$ cat src/lcd_pkg.sv
`default_nettype none

package lcd_pkg;

    //------------------------------------------------------------
    // Widths and pixel format
    //------------------------------------------------------------

    localparam int COORD_W = 12;  // Up to 4095 pixels per axis

    typedef struct packed {
        logic [4:0] r;
        logic [5:0] g;
        logic [4:0] b;
    } rgb565_t;

    // Timing word passed between pipeline stages
    typedef struct packed {
        logic               de;    // Active high
        logic               hs_n;
        logic               vs_n;
        logic [COORD_W-1:0] x;     // Visible column, 0 in blanking
        logic [COORD_W-1:0] y;     // Visible row, 0 in blanking
    } lcd_timing_t;

    typedef enum logic {
        PAT_COLORBAR = 1'b0,
        PAT_CHECKER  = 1'b1
    } pattern_e;

    localparam lcd_timing_t TIMING_IDLE = '{de: 1'b0, hs_n: 1'b1, vs_n: 1'b1, x: '0, y: '0};

    localparam rgb565_t RGB_BLACK = '{r: 5'h00, g: 6'h00, b: 5'h00};
    localparam rgb565_t RGB_WHITE = '{r: 5'h1f, g: 6'h3f, b: 5'h1f};

    //------------------------------------------------------------
    // Default 480x272 panel geometry
    //------------------------------------------------------------

    localparam int DEF_H_VALID = 480;
    localparam int DEF_H_FP    = 50;
    localparam int DEF_H_BP    = 30;
    localparam int DEF_H_SYNC  = 4;   // Inside the back porch

    localparam int DEF_V_VALID = 272;
    localparam int DEF_V_FP    = 20;
    localparam int DEF_V_BP    = 5;
    localparam int DEF_V_SYNC  = 2;

endpackage

`default_nettype wire

$ cat src/lcd_sync_gen.sv
`default_nettype none
`timescale 1ns/1ps

module lcd_sync_gen
    import lcd_pkg::*;
#(
    parameter int H_VALID = 480,
    parameter int H_FP    = 50,
    parameter int H_BP    = 30,
    parameter int H_SYNC  = 4,
    parameter int V_VALID = 272,
    parameter int V_FP    = 20,
    parameter int V_BP    = 5,
    parameter int V_SYNC  = 2
) (
    input  logic        PixelClk,
    input  logic        nRST,
    output lcd_timing_t o_timing,
    output logic        o_frame_start
);

    // Line is BP, then visible, then FP; sync sits at the start of BP
    localparam int H_TOTAL = H_BP + H_VALID + H_FP;
    localparam int V_TOTAL = V_BP + V_VALID + V_FP;

    localparam logic [COORD_W-1:0] H_LAST     = COORD_W'(H_TOTAL - 1);
    localparam logic [COORD_W-1:0] V_LAST     = COORD_W'(V_TOTAL - 1);
    localparam logic [COORD_W-1:0] H_DE_START = COORD_W'(H_BP);
    localparam logic [COORD_W-1:0] H_DE_END   = COORD_W'(H_BP + H_VALID - 1);
    localparam logic [COORD_W-1:0] V_DE_START = COORD_W'(V_BP);
    localparam logic [COORD_W-1:0] V_DE_END   = COORD_W'(V_BP + V_VALID - 1);
    localparam logic [COORD_W-1:0] H_SYNC_END = COORD_W'(H_SYNC);
    localparam logic [COORD_W-1:0] V_SYNC_END = COORD_W'(V_SYNC);

    logic [COORD_W-1:0] h_cnt;
    logic [COORD_W-1:0] v_cnt;

    logic h_wrap;
    logic v_wrap;
    logic h_act;
    logic v_act;
    logic de_next;

    //------------------------------------------------------------
    // Free-running counters
    //------------------------------------------------------------

    assign h_wrap = (h_cnt == H_LAST);
    assign v_wrap = (v_cnt == V_LAST);

    always_ff @(posedge PixelClk or negedge nRST) begin
        if (!nRST) begin
            h_cnt <= '0;
            v_cnt <= '0;
        end else begin
            if (h_wrap) begin
                h_cnt <= '0;
                // Vertical only moves at end of line
                if (v_wrap) begin
                    v_cnt <= '0;
                end else begin
                    v_cnt <= v_cnt + 1'b1;
                end
            end else begin
                h_cnt <= h_cnt + 1'b1;
            end
        end
    end

    //------------------------------------------------------------
    // Decode and register timing word
    //------------------------------------------------------------

    assign h_act   = (h_cnt >= H_DE_START) && (h_cnt <= H_DE_END);
    assign v_act   = (v_cnt >= V_DE_START) && (v_cnt <= V_DE_END);
    assign de_next = h_act && v_act;

    always_ff @(posedge PixelClk or negedge nRST) begin
        if (!nRST) begin
            o_timing      <= TIMING_IDLE;
            o_frame_start <= 1'b0;
        end else begin
            o_timing.de   <= de_next;
            o_timing.hs_n <= (h_cnt >= H_SYNC_END);  // Low for first H_SYNC counts
            o_timing.vs_n <= (v_cnt >= V_SYNC_END);

            // Coordinates held at 0 outside the visible area
            if (de_next) begin
                o_timing.x <= h_cnt - H_DE_START;
                o_timing.y <= v_cnt - V_DE_START;
            end else begin
                o_timing.x <= '0;
                o_timing.y <= '0;
            end

            o_frame_start <= (h_cnt == '0) && (v_cnt == '0);
        end
    end

endmodule

`default_nettype wire

$ cat src/lcd_pattern_gen.sv
`default_nettype none
`timescale 1ns/1ps

module lcd_pattern_gen
    import lcd_pkg::*;
#(
    parameter int H_VALID = 480
) (
    input  logic        PixelClk,
    input  logic        nRST,
    input  lcd_timing_t i_timing,
    input  logic        i_frame_start,
    input  pattern_e    i_pattern_sel,
    output lcd_timing_t o_timing,
    output logic        o_frame_start,
    output rgb565_t     o_pixel
);

    localparam int BAR_W = H_VALID / 16;  // 16 bars across the line

    pattern_e   pat_q;
    pattern_e   pat_cur;
    logic [3:0] bar_idx;
    rgb565_t    bar_px;
    rgb565_t    checker_px;
    rgb565_t    px_next;

    //------------------------------------------------------------
    // Pattern select, held for a whole frame
    //------------------------------------------------------------

    // New select takes effect on the strobe cycle itself
    assign pat_cur = i_frame_start ? i_pattern_sel : pat_q;

    //------------------------------------------------------------
    // Pixel generation
    //------------------------------------------------------------

    assign bar_idx = 4'(i_timing.x / COORD_W'(BAR_W));

    // One-hot bars: 5 red, 6 green, 5 blue
    always_comb begin
        bar_px = RGB_BLACK;
        if (bar_idx < 4'd5) begin
            bar_px.r = 5'd1 << bar_idx;
        end else if (bar_idx < 4'd11) begin
            bar_px.g = 6'd1 << (bar_idx - 4'd5);
        end else begin
            bar_px.b = 5'd1 << (bar_idx - 4'd11);
        end
    end

    // 8x8 squares
    assign checker_px = (i_timing.x[3] ^ i_timing.y[3]) ? RGB_WHITE : RGB_BLACK;

    always_comb begin
        if (!i_timing.de) begin
            px_next = RGB_BLACK;  // Blanking
        end else begin
            case (pat_cur)
                PAT_CHECKER: px_next = checker_px;
                default:     px_next = bar_px;
            endcase
        end
    end

    //------------------------------------------------------------
    // Output stage, timing delayed to match the pixel
    //------------------------------------------------------------

    always_ff @(posedge PixelClk or negedge nRST) begin
        if (!nRST) begin
            pat_q         <= PAT_COLORBAR;
            o_timing      <= TIMING_IDLE;
            o_frame_start <= 1'b0;
            o_pixel       <= RGB_BLACK;
        end else begin
            if (i_frame_start) begin
                pat_q <= i_pattern_sel;
            end
            o_timing      <= i_timing;
            o_frame_start <= i_frame_start;
            o_pixel       <= px_next;
        end
    end

endmodule

`default_nettype wire

$ cat src/lcd_panel_top.sv
`default_nettype none
`timescale 1ns/1ps

module lcd_panel_top
    import lcd_pkg::*;
#(
    parameter int H_VALID = DEF_H_VALID,
    parameter int H_FP    = DEF_H_FP,
    parameter int H_BP    = DEF_H_BP,
    parameter int H_SYNC  = DEF_H_SYNC,
    parameter int V_VALID = DEF_V_VALID,
    parameter int V_FP    = DEF_V_FP,
    parameter int V_BP    = DEF_V_BP,
    parameter int V_SYNC  = DEF_V_SYNC
) (
    input  logic       PixelClk,
    input  logic       nRST,
    input  pattern_e   i_pattern_sel,
    output logic       o_lcd_de,
    output logic       o_lcd_hs,    // Active low
    output logic       o_lcd_vs,    // Active low
    output logic [4:0] o_lcd_r,
    output logic [5:0] o_lcd_g,
    output logic [4:0] o_lcd_b,
    output logic       o_frame_start
);

    lcd_timing_t sync_timing;     // From counters
    logic        sync_frame_start;
    lcd_timing_t pix_timing;      // Aligned with pix_rgb
    rgb565_t     pix_rgb;

    //------------------------------------------------------------
    // Timing generator
    //------------------------------------------------------------

    lcd_sync_gen #(
        .H_VALID (H_VALID),
        .H_FP    (H_FP),
        .H_BP    (H_BP),
        .H_SYNC  (H_SYNC),
        .V_VALID (V_VALID),
        .V_FP    (V_FP),
        .V_BP    (V_BP),
        .V_SYNC  (V_SYNC)
    ) lcd_sync_gen_inst (
        .PixelClk      (PixelClk),
        .nRST          (nRST),
        .o_timing      (sync_timing),
        .o_frame_start (sync_frame_start)
    );

    //------------------------------------------------------------
    // Pattern generator
    //------------------------------------------------------------

    lcd_pattern_gen #(
        .H_VALID (H_VALID)
    ) lcd_pattern_gen_inst (
        .PixelClk      (PixelClk),
        .nRST          (nRST),
        .i_timing      (sync_timing),
        .i_frame_start (sync_frame_start),
        .i_pattern_sel (i_pattern_sel),
        .o_timing      (pix_timing),
        .o_frame_start (o_frame_start),
        .o_pixel       (pix_rgb)
    );

    // Panel pins, all from registers
    assign o_lcd_de = pix_timing.de;
    assign o_lcd_hs = pix_timing.hs_n;
    assign o_lcd_vs = pix_timing.vs_n;
    assign o_lcd_r  = pix_rgb.r;
    assign o_lcd_g  = pix_rgb.g;
    assign o_lcd_b  = pix_rgb.b;

endmodule

`default_nettype wire

$ cat config.mk
export PLATFORM = sky130hd
export DESIGN_NAME = lcd_panel_top
export DESIGN_NICKNAME = d
export VERILOG_FILES = /design/src/lcd_pkg.sv /design/src/lcd_sync_gen.sv /design/src/lcd_pattern_gen.sv /design/src/lcd_panel_top.sv
export SDC_FILE = /design/constraint.sdc
export NUM_CORES = 1
export LEC_CHECK = 0
export BUFFER_PORTS_ARGS = -buffer_cell sky130_fd_sc_hd__buf_2
export CAP_MARGIN = 20
export CELL_PAD_IN_SITES_DETAIL_PLACEMENT = 0
export CELL_PAD_IN_SITES_GLOBAL_PLACEMENT = 2
export CORE_MARGIN = 10
export CORE_UTILIZATION = 42
export DETAILED_ROUTE_END_ITERATION = 12
export PLACE_DENSITY_LB_ADDON = 0.12
export SYNTH_ARGS = -nofsm -noshare
export SYNTH_HDL_FRONTEND = slang
export SYNTH_HIERARCHICAL = 1
export SYNTH_SLANG_ARGS = --single-unit
$ cat constraint.sdc
create_clock -name PixelClk -period 4.2 [get_ports PixelClk]
set_input_delay 0.21 -clock PixelClk [delete_from_list [all_inputs] [get_ports PixelClk]]
set_output_delay 0.21 -clock PixelClk [all_outputs]
set_load 0.03 [all_outputs]
==> results.md, run 1 <==
* Die area at 0.01348 sq mm
* Post-CTS Setup Repair Bufs at 0
* Pwr Density at 289.3 mW/mm^2
* GR Overflow Total at 0
* Placement Rows at 35
* Max Fanout on Critical Path at 12
* Number of remaining DRC errors at 0
* Min-delay worst type: in2async
* Crit path kind: reg2reg
* Critical R2R Launch: lcd_sync_gen_inst/o_timing[22]$_DFF_PN0_
* Final wirelength at 8.063 mm
* Most frequent cells in the layout: 57 x dfrtp_1, 32 x nor2_1, 28 x a21oi_1, 22 x buf_2, 22 x nand3_1
* Tmin final at 3.617 ns
* Post-layout util at 45.23%
* Antenna fix cells at 0
* Nets at 411
* Arr. time, crit path at 3.85 ns
* R2r setup slk at 0.58 ns
* Initial Util at 42.57%
* Relative slew slack at 36.73%
* Largest net degree at the start of global routing at 62
* H-tree depth at 3
* Most common cell after layout, fill and taps aside: dfrtp_1
* DR WL/cell at 15.69 um
* Post-cts gate resize count at 0
* Slew @ Worst Pin at 0.9427 ns
* Highest clock rate at 276.5 MHz
* Io pins at 23
* Global-route wire length before repair at 13.63 mm
* Setup_tns at 0 ns
* Number of clock sinks at 61
* Ratio of cells with drive above 1 in the final layout at 18.36%
* Synthesized cell area at 0.003877 sq mm
* Period utilisation layout at 86.12%
* Static Leak at 1.795 nW
* GR Layer Usage met2 at 20.93%
* Via Count at 2846
* Mapped Nets at 411
* Register-to-Register Path Depth at 12
* End of the worst register-to-register path: lcd_pattern_gen_inst/o_pixel[3]$_DFF_PN0_
* PortBufs at 22
* Cts bufs inserted at 9
* Horiz. Die Dim at 116.1 um
* Clock Tree Root: clkbuf_8
* Vias per inst at 5.537
* Global Route met1 Usage at 15.68%
* Worst-skew pair later-pin latency at 0.33 ns
* Grt met3 use at 3.002%
* Die height at 116.1 um
* Synth warn at 6
* RSZ-0062 raised after global routing: false
* Setup Skew at 0.01090 ns
* Worst Setup SP: lcd_sync_gen_inst/o_timing[22]$_DFF_PN0_
* Post-Syn Instances at 398
* GRT Max-Usage Layer: met2
* Area Growth Syn to Fin at 6.260%
* Antenna-violating nets left at 0
* Core ar. at 0.009109 sq mm
* Slew Limit Fails at 0
* Final hold vios at 0
* Post-DP HPWL at 5.875 mm
* CTS tree: built
* Peak supply drop at 0.2144 mV
* Final setup vio count at 0
* Startpoint Class: flip-flop
* DR iter-0 viols at 113
* Vias in the first global route at 2796
* Synthesized area per cell at 9.742 sq um
* Worst Setup EP: lcd_pattern_gen_inst/o_pixel[3]$_DFF_PN0_
* WP data required at 4.44 ns
* CTS max path bufs at 2
* MaxCap Viol Count at 0
* GP Congestion at 0.8385
* Total track usage at 12.48%
* Outcome: completed
* Clock slew at reported path FFs at 0.07 ns
* Initial antenna violation count at 0
* Pre-antenna DRT Iters at 4
* Cts hold-fix bufs at 0
* CP Capture Type: flip-flop
## power by group
group	leakage, nW	internal [W]	switching [W]
Combinational	0.857	0.00000276	0.0000149
Sequential	0.822	0.000588	0.0000000966
Clock	0.116	0.000365	0.000221
## how the worst min path moves through the flow
stage | from | endpoint | slack [ns]
6_report | nRST | lcd_sync_gen_inst/h_cnt[8]$_DFF_PN0_ | 0.05
5_1_grt | nRST | lcd_sync_gen_inst/h_cnt[8]$_DFF_PN0_ | 0.1
4_1_cts | nRST | lcd_pattern_gen_inst/o_pixel[8]$_DFF_PN0_ | 0.07
3_5_place_dp | lcd_sync_gen_inst/o_timing[24]$_DFF_PN1_ | lcd_pattern_gen_inst/o_timing[24]$_DFF_PN1_ | 0.35
3_3_place_gp | lcd_sync_gen_inst/o_timing[24]$_DFF_PN1_ | lcd_pattern_gen_inst/o_timing[24]$_DFF_PN1_ | 0.35
2_1_floorplan | nRST | lcd_pattern_gen_inst/o_frame_start$_DFF_PN0_ | -0.09
## cell type report
type | instances | area, sq um
fill | 891 | 4989
multi-input combinational | 288 | 2051
sequential | 61 | 1531
clock buffer | 12 | 155.1
tap | 111 | 138.9
timing repair buffer | 23 | 117.6
clock inverter | 4 | 70.07
inverter | 15 | 56.30
## per-stage QoR
| stage | hold slack (ns) | instances | worst slack [ns] | cell area [sq um] | power [W] |
|---|---|---|---|---|---|
| 3_3_place_gp | 0.3458 | 498 | 0.6813 | 3895 | 0.0006184 |
| 3_5_place_dp | 0.3502 | 498 | 0.6091 | 3895 | 0.0006182 |
| 2_1_floorplan | -0.08559 | 398 | 0.9688 | 3877 | 0.0006038 |
| 6_report | 0.04623 | 514 | 0.5830 | 4120 | 0.001192 |
| 5_1_grt | 0.09523 | 514 | 0.3570 | 4120 | 0.001238 |
| 4_1_cts | 0.07301 | 514 | 0.5912 | 4120 | 0.001214 |
## flip-flops by register name, indices dropped and copies added, names as in the netlist
signal                              flops
lcd_pattern_gen_inst/pat_q              1
lcd_pattern_gen_inst/o_timing           3
lcd_sync_gen_inst/v_cnt                12
lcd_pattern_gen_inst/o_pixel           16
lcd_pattern_gen_inst/o_frame_start      1
lcd_sync_gen_inst/o_timing             15
lcd_sync_gen_inst/h_cnt                12
lcd_sync_gen_inst/o_frame_start         1
## routing by layer
metal,part of all wire [%],up-vias
met4,0.86,0
met2,50,31
li1,-,1437
met1,46,1372
met5,0,-
met3,2.9,6
## critical path, stage by stage, from the launching register on
cell and delay (ns):
dfrtp_1 0.61, a22o_1 0.24, a21o_1 0.17, and2_1 0.32, a41oi_2 0.24, nor2_2 0.27
o211ai_1 0.13, a211o_1 0.30, a311oi_4 0.42, ha_1 0.32, nor2_1 0.22, o211ai_1 0.12
a21oi_1 0.17
(Power assumes the default switching activity.)
==> inputs of run 2 (changes only) <==
--- a/config.mk
+++ b/config.mk
@@ -5,12 +5,13 @@
 export SDC_FILE = /design/constraint.sdc
 export NUM_CORES = 1
 export LEC_CHECK = 0
+export ABC_AREA = 1
 export BUFFER_PORTS_ARGS = -buffer_cell sky130_fd_sc_hd__buf_2
 export CAP_MARGIN = 20
 export CELL_PAD_IN_SITES_DETAIL_PLACEMENT = 0
 export CELL_PAD_IN_SITES_GLOBAL_PLACEMENT = 2
 export CORE_MARGIN = 10
-export CORE_UTILIZATION = 42
+export CORE_UTILIZATION = 39
 export DETAILED_ROUTE_END_ITERATION = 12
 export PLACE_DENSITY_LB_ADDON = 0.12
 export SYNTH_ARGS = -nofsm -noshare
==> run 2 against run 1 <==
  * First-iteration DRC count up 86%
  * Area after synthesis up 0.90%
  * Core utilization is 0.61 points lower
  * Largest power group unchanged
==> results.md, run 2 <==
* DR iter-0 viols at 210 (was 113)
* Post-DP HPWL at 6.102 mm (was 5.875 mm)
* Sequential power share at 51.7% (was 49.4%)
* Final setup vio count at 0 (unchanged)
* Cts bufs inserted at 9 (unchanged)
* GP Congestion at 0.7983 (was 0.8385)
* Core ar. at 0.009774 sq mm (was 0.009109 sq mm)
* Placed cell count at 662 (was 498)
* Final hold vios at 0 (unchanged)
* Largest net degree at the start of global routing at 62 (unchanged)
* Outcome: completed (unchanged)
* Total track usage at 12.26% (was 12.48%)
* WP data required at 4.47 ns (was 4.44 ns)
* Horiz. Die Dim at 120.2 um (was 116.1 um)
* Ratio of cells with drive above 1 in the final layout at 20.95% (was 18.36%)
* Arr. time, crit path at 4.03 ns (was 3.85 ns)
* Worst slack at placement at 0.3078 ns (was 0.6091 ns)
* Worst-skew pair later-pin latency at 0.34 ns (was 0.33 ns)
* Top flop regs: lcd_pattern_gen_inst/o_pixel: 16 flops, lcd_sync_gen_inst/o_timing: 15 flops (unchanged)
* Via Count at 3223 (was 2846)
* GR Overflow Total at 0 (unchanged)
* Tmin final at 3.758 ns (was 3.617 ns)
* CTS max path bufs at 2 (unchanged)
* Area Growth Syn to Fin at 11.48% (was 6.260%)
* Routed wire length on met3 at 382 um (was 231 um)
* Top layer used by detailed routing: met4 (unchanged)
* Design area at 0.004362 sq mm (was 0.004120 sq mm)
* Synthesized cell area at 0.003913 sq mm (was 0.003877 sq mm)
* Crit path largest cell delay at 0.40 ns (was 0.61 ns)
* Global-route wire length before repair at 14.83 mm (was 13.63 mm)
* Antenna fix cells at 0 (unchanged)
* Most frequent cells in the layout: 105 x nand2_1, 62 x inv_1, 56 x dfrtp_1, 51 x nor2_1, 46 x nand3_1 (was 57 x dfrtp_1, 32 x nor2_1, 28 x a21oi_1, 22 x buf_2, 22 x nand3_1)
* Logic pwr share at 1.4% (was 1.5%)
* Min-delay worst type: in2async (unchanged)
* Post-Syn Instances at 518 (was 398)
* Die height at 120.2 um (was 116.1 um)
* Highest clock rate at 266.1 MHz (was 276.5 MHz)
* Clock Tree Root: clkbuf_8 (unchanged)
* Startpoint Class: flip-flop (unchanged)
* Met1 WL at 4.229 mm (was 3.734 mm)
* Mapped Nets at 531 (was 411)
* Placement Rows at 36 (was 35)
* Max Fanout on Critical Path at 7 (was 12)
* Number of clock sinks at 61 (unchanged)
* Final non-filler cell total at 682 (was 514)
* Setup slack after layout at 0.4419 ns (was 0.5830 ns)
* H-tree depth at 3 (unchanged)
* Synth warn at 6 (unchanged)
* Most flops, register: lcd_pattern_gen_inst/o_pixel (unchanged)
* Vias per inst at 4.726 (was 5.537)
* Slew Limit Fails at 0 (unchanged)
* Hold Worst Slack at 0.03459 ns (was 0.04623 ns)
* Period utilisation layout at 89.48% (was 86.12%)
* Pre-antenna DRT Iters at 4 (unchanged)
* DR WL/cell at 12.48 um (was 15.69 um)
* Slowest CP cell: dfrtp_1 (unchanged)
* Final wirelength at 8.512 mm (was 8.063 mm)
* Antenna-violating nets left at 0 (unchanged)
* Most common cell after layout, fill and taps aside: nand2_1 (was dfrtp_1)
* Power Internal at 0.0008666 W (was 0.0009558 W)
* Relative slew slack at 48.36% (was 36.73%)
* Die area at 0.01444 sq mm (was 0.01348 sq mm)
* PortBufs at 22 (unchanged)
* Clock slew at reported path FFs at 0.08 ns (was 0.07 ns)
* Largest register FFs at 16 (unchanged)
* Initial Util at 40.03% (was 42.57%)
* Metal2 WL at 3.827 mm (was 4.027 mm)
* Crit path kind: reg2reg (unchanged)
* CTS tree: built (unchanged)
* Io pins at 23 (unchanged)
* Vias in the first global route at 3143 (was 2796)
* Switching power at 0.0002693 W (was 0.0002361 W)
* Area after DPL at 0.004113 sq mm (was 0.003895 sq mm)
* Setup_tns at 0 ns (unchanged)
* Number of remaining DRC errors at 0 (unchanged)
* Switching Share at 23.71% (was 19.81%)
* Pwr Density at 260.4 mW/mm^2 (was 289.3 mW/mm^2)
* Most used cell, CP: nand2_2 (was o211ai_1)
* Clock power frac at 46.8% (was 49.2%)
* Nets at 557 (was 411)
* Initial antenna violation count at 0 (unchanged)
* Static Leak at 2.265 nW (was 1.795 nW)
* MaxCap Viol Count at 0 (unchanged)
* Peak supply drop at 0.1297 mV (was 0.2144 mV)
* CP Capture Type: flip-flop (unchanged)
* Setup Skew at 0.01561 ns (was 0.01090 ns)
* Slew @ Worst Pin at 0.7747 ns (was 0.9427 ns)
* Synthesized area per cell at 7.553 sq um (was 9.742 sq um)
## run 2: changes by cell type in the layout (fill, tap and decap cells not counted), sizes merged, moves of 5 or more
cell | before | now
nand2 | 23 | 130
inv | 14 | 75
nand3 | 22 | 53
nor2 | 33 | 64
nor4 | 15 | 0
o21ai | 17 | 31
xnor2 | 14 | 1
nand4 | 10 | 21
and2 | 7 | 0
o211ai | 6 | 0
buf | 23 | 28
nor3 | 15 | 10
o31ai | 5 | 0
## run 2: worst max-delay path: cells and delay by family, from the launching register on
kind / cells / cell delay, ns
flip-flops: 1 / 0.40
AND/OR/NAND/NOR: 21 / 2.20
AO/OA/AOI/OAI: 4 / 0.60
adder cells (fa/ha/maj): 1 / 0.23
buffers and inverters: 3 / 0.28
## run 2: stage by stage
step	total power (W)	utilization, %
after CTS	0.001161	44.11
final	0.001136	44.62
after global placement	0.0006165	42.08
after floorplan	0.0006018	-
after detailed placement	0.0006169	42.08
after global routing	0.001193	44.62
## run 2: path summary, 6_finish.rpt
path                                                     startpoint                                     endpoint  slack, ns  depth (start not counted)
max in group asynchronous                                      nRST     lcd_sync_gen_inst/o_timing[20]$_DFF_PN0_       3.62                          2
min                                                            nRST        lcd_sync_gen_inst/h_cnt[10]$_DFF_PN0_       0.03                          2
max                        lcd_sync_gen_inst/o_timing[21]$_DFF_PN0_    lcd_pattern_gen_inst/o_pixel[2]$_DFF_PN0_       0.44                         29
min in group PixelClk      lcd_sync_gen_inst/o_timing[25]$_DFF_PN1_  lcd_pattern_gen_inst/o_timing[25]$_DFF_PN1_       0.36                          0
max reg2reg                lcd_sync_gen_inst/o_timing[21]$_DFF_PN0_    lcd_pattern_gen_inst/o_pixel[2]$_DFF_PN0_       0.44                         29
min reg2reg                lcd_sync_gen_inst/o_timing[25]$_DFF_PN1_  lcd_pattern_gen_inst/o_timing[25]$_DFF_PN1_       0.36                          0
## run 2: area by class of cell
class	count	area [sq um]
multi-input combinational	370	2031
timing repair buffer	28	155.1
tap	133	166.4
clock buffer	9	123.9
clock inverter	7	75.07
inverter	74	277.8
fill	1036	5413
sequential	61	1533
## run 2: routing by layer
metal  up-vias  track usage (%)
li1       1721                -
met1      1441            15.88
met2        52            19.22
met3         9            3.329
met4         0            4.299
met5         -                0
## run 2: repair_timing
item,CTS,global route
buffers inserted,0,3
hold buffers,0,0
endpoints found under the setup margin,0,5
resized for setup,0,4
## run 2: power by group through the flow
stage	registers [W]	logic (W)	clock network [W]
2_1_floorplan	0.000599	0.00000255	0
6_report	0.000588	0.0000162	0.000532
3_5_place_dp	0.000599	0.0000178	0
4_1_cts	0.000588	0.0000179	0.000555
5_1_grt	0.000588	0.0000197	0.000586
3_3_place_gp	0.000599	0.0000174	0
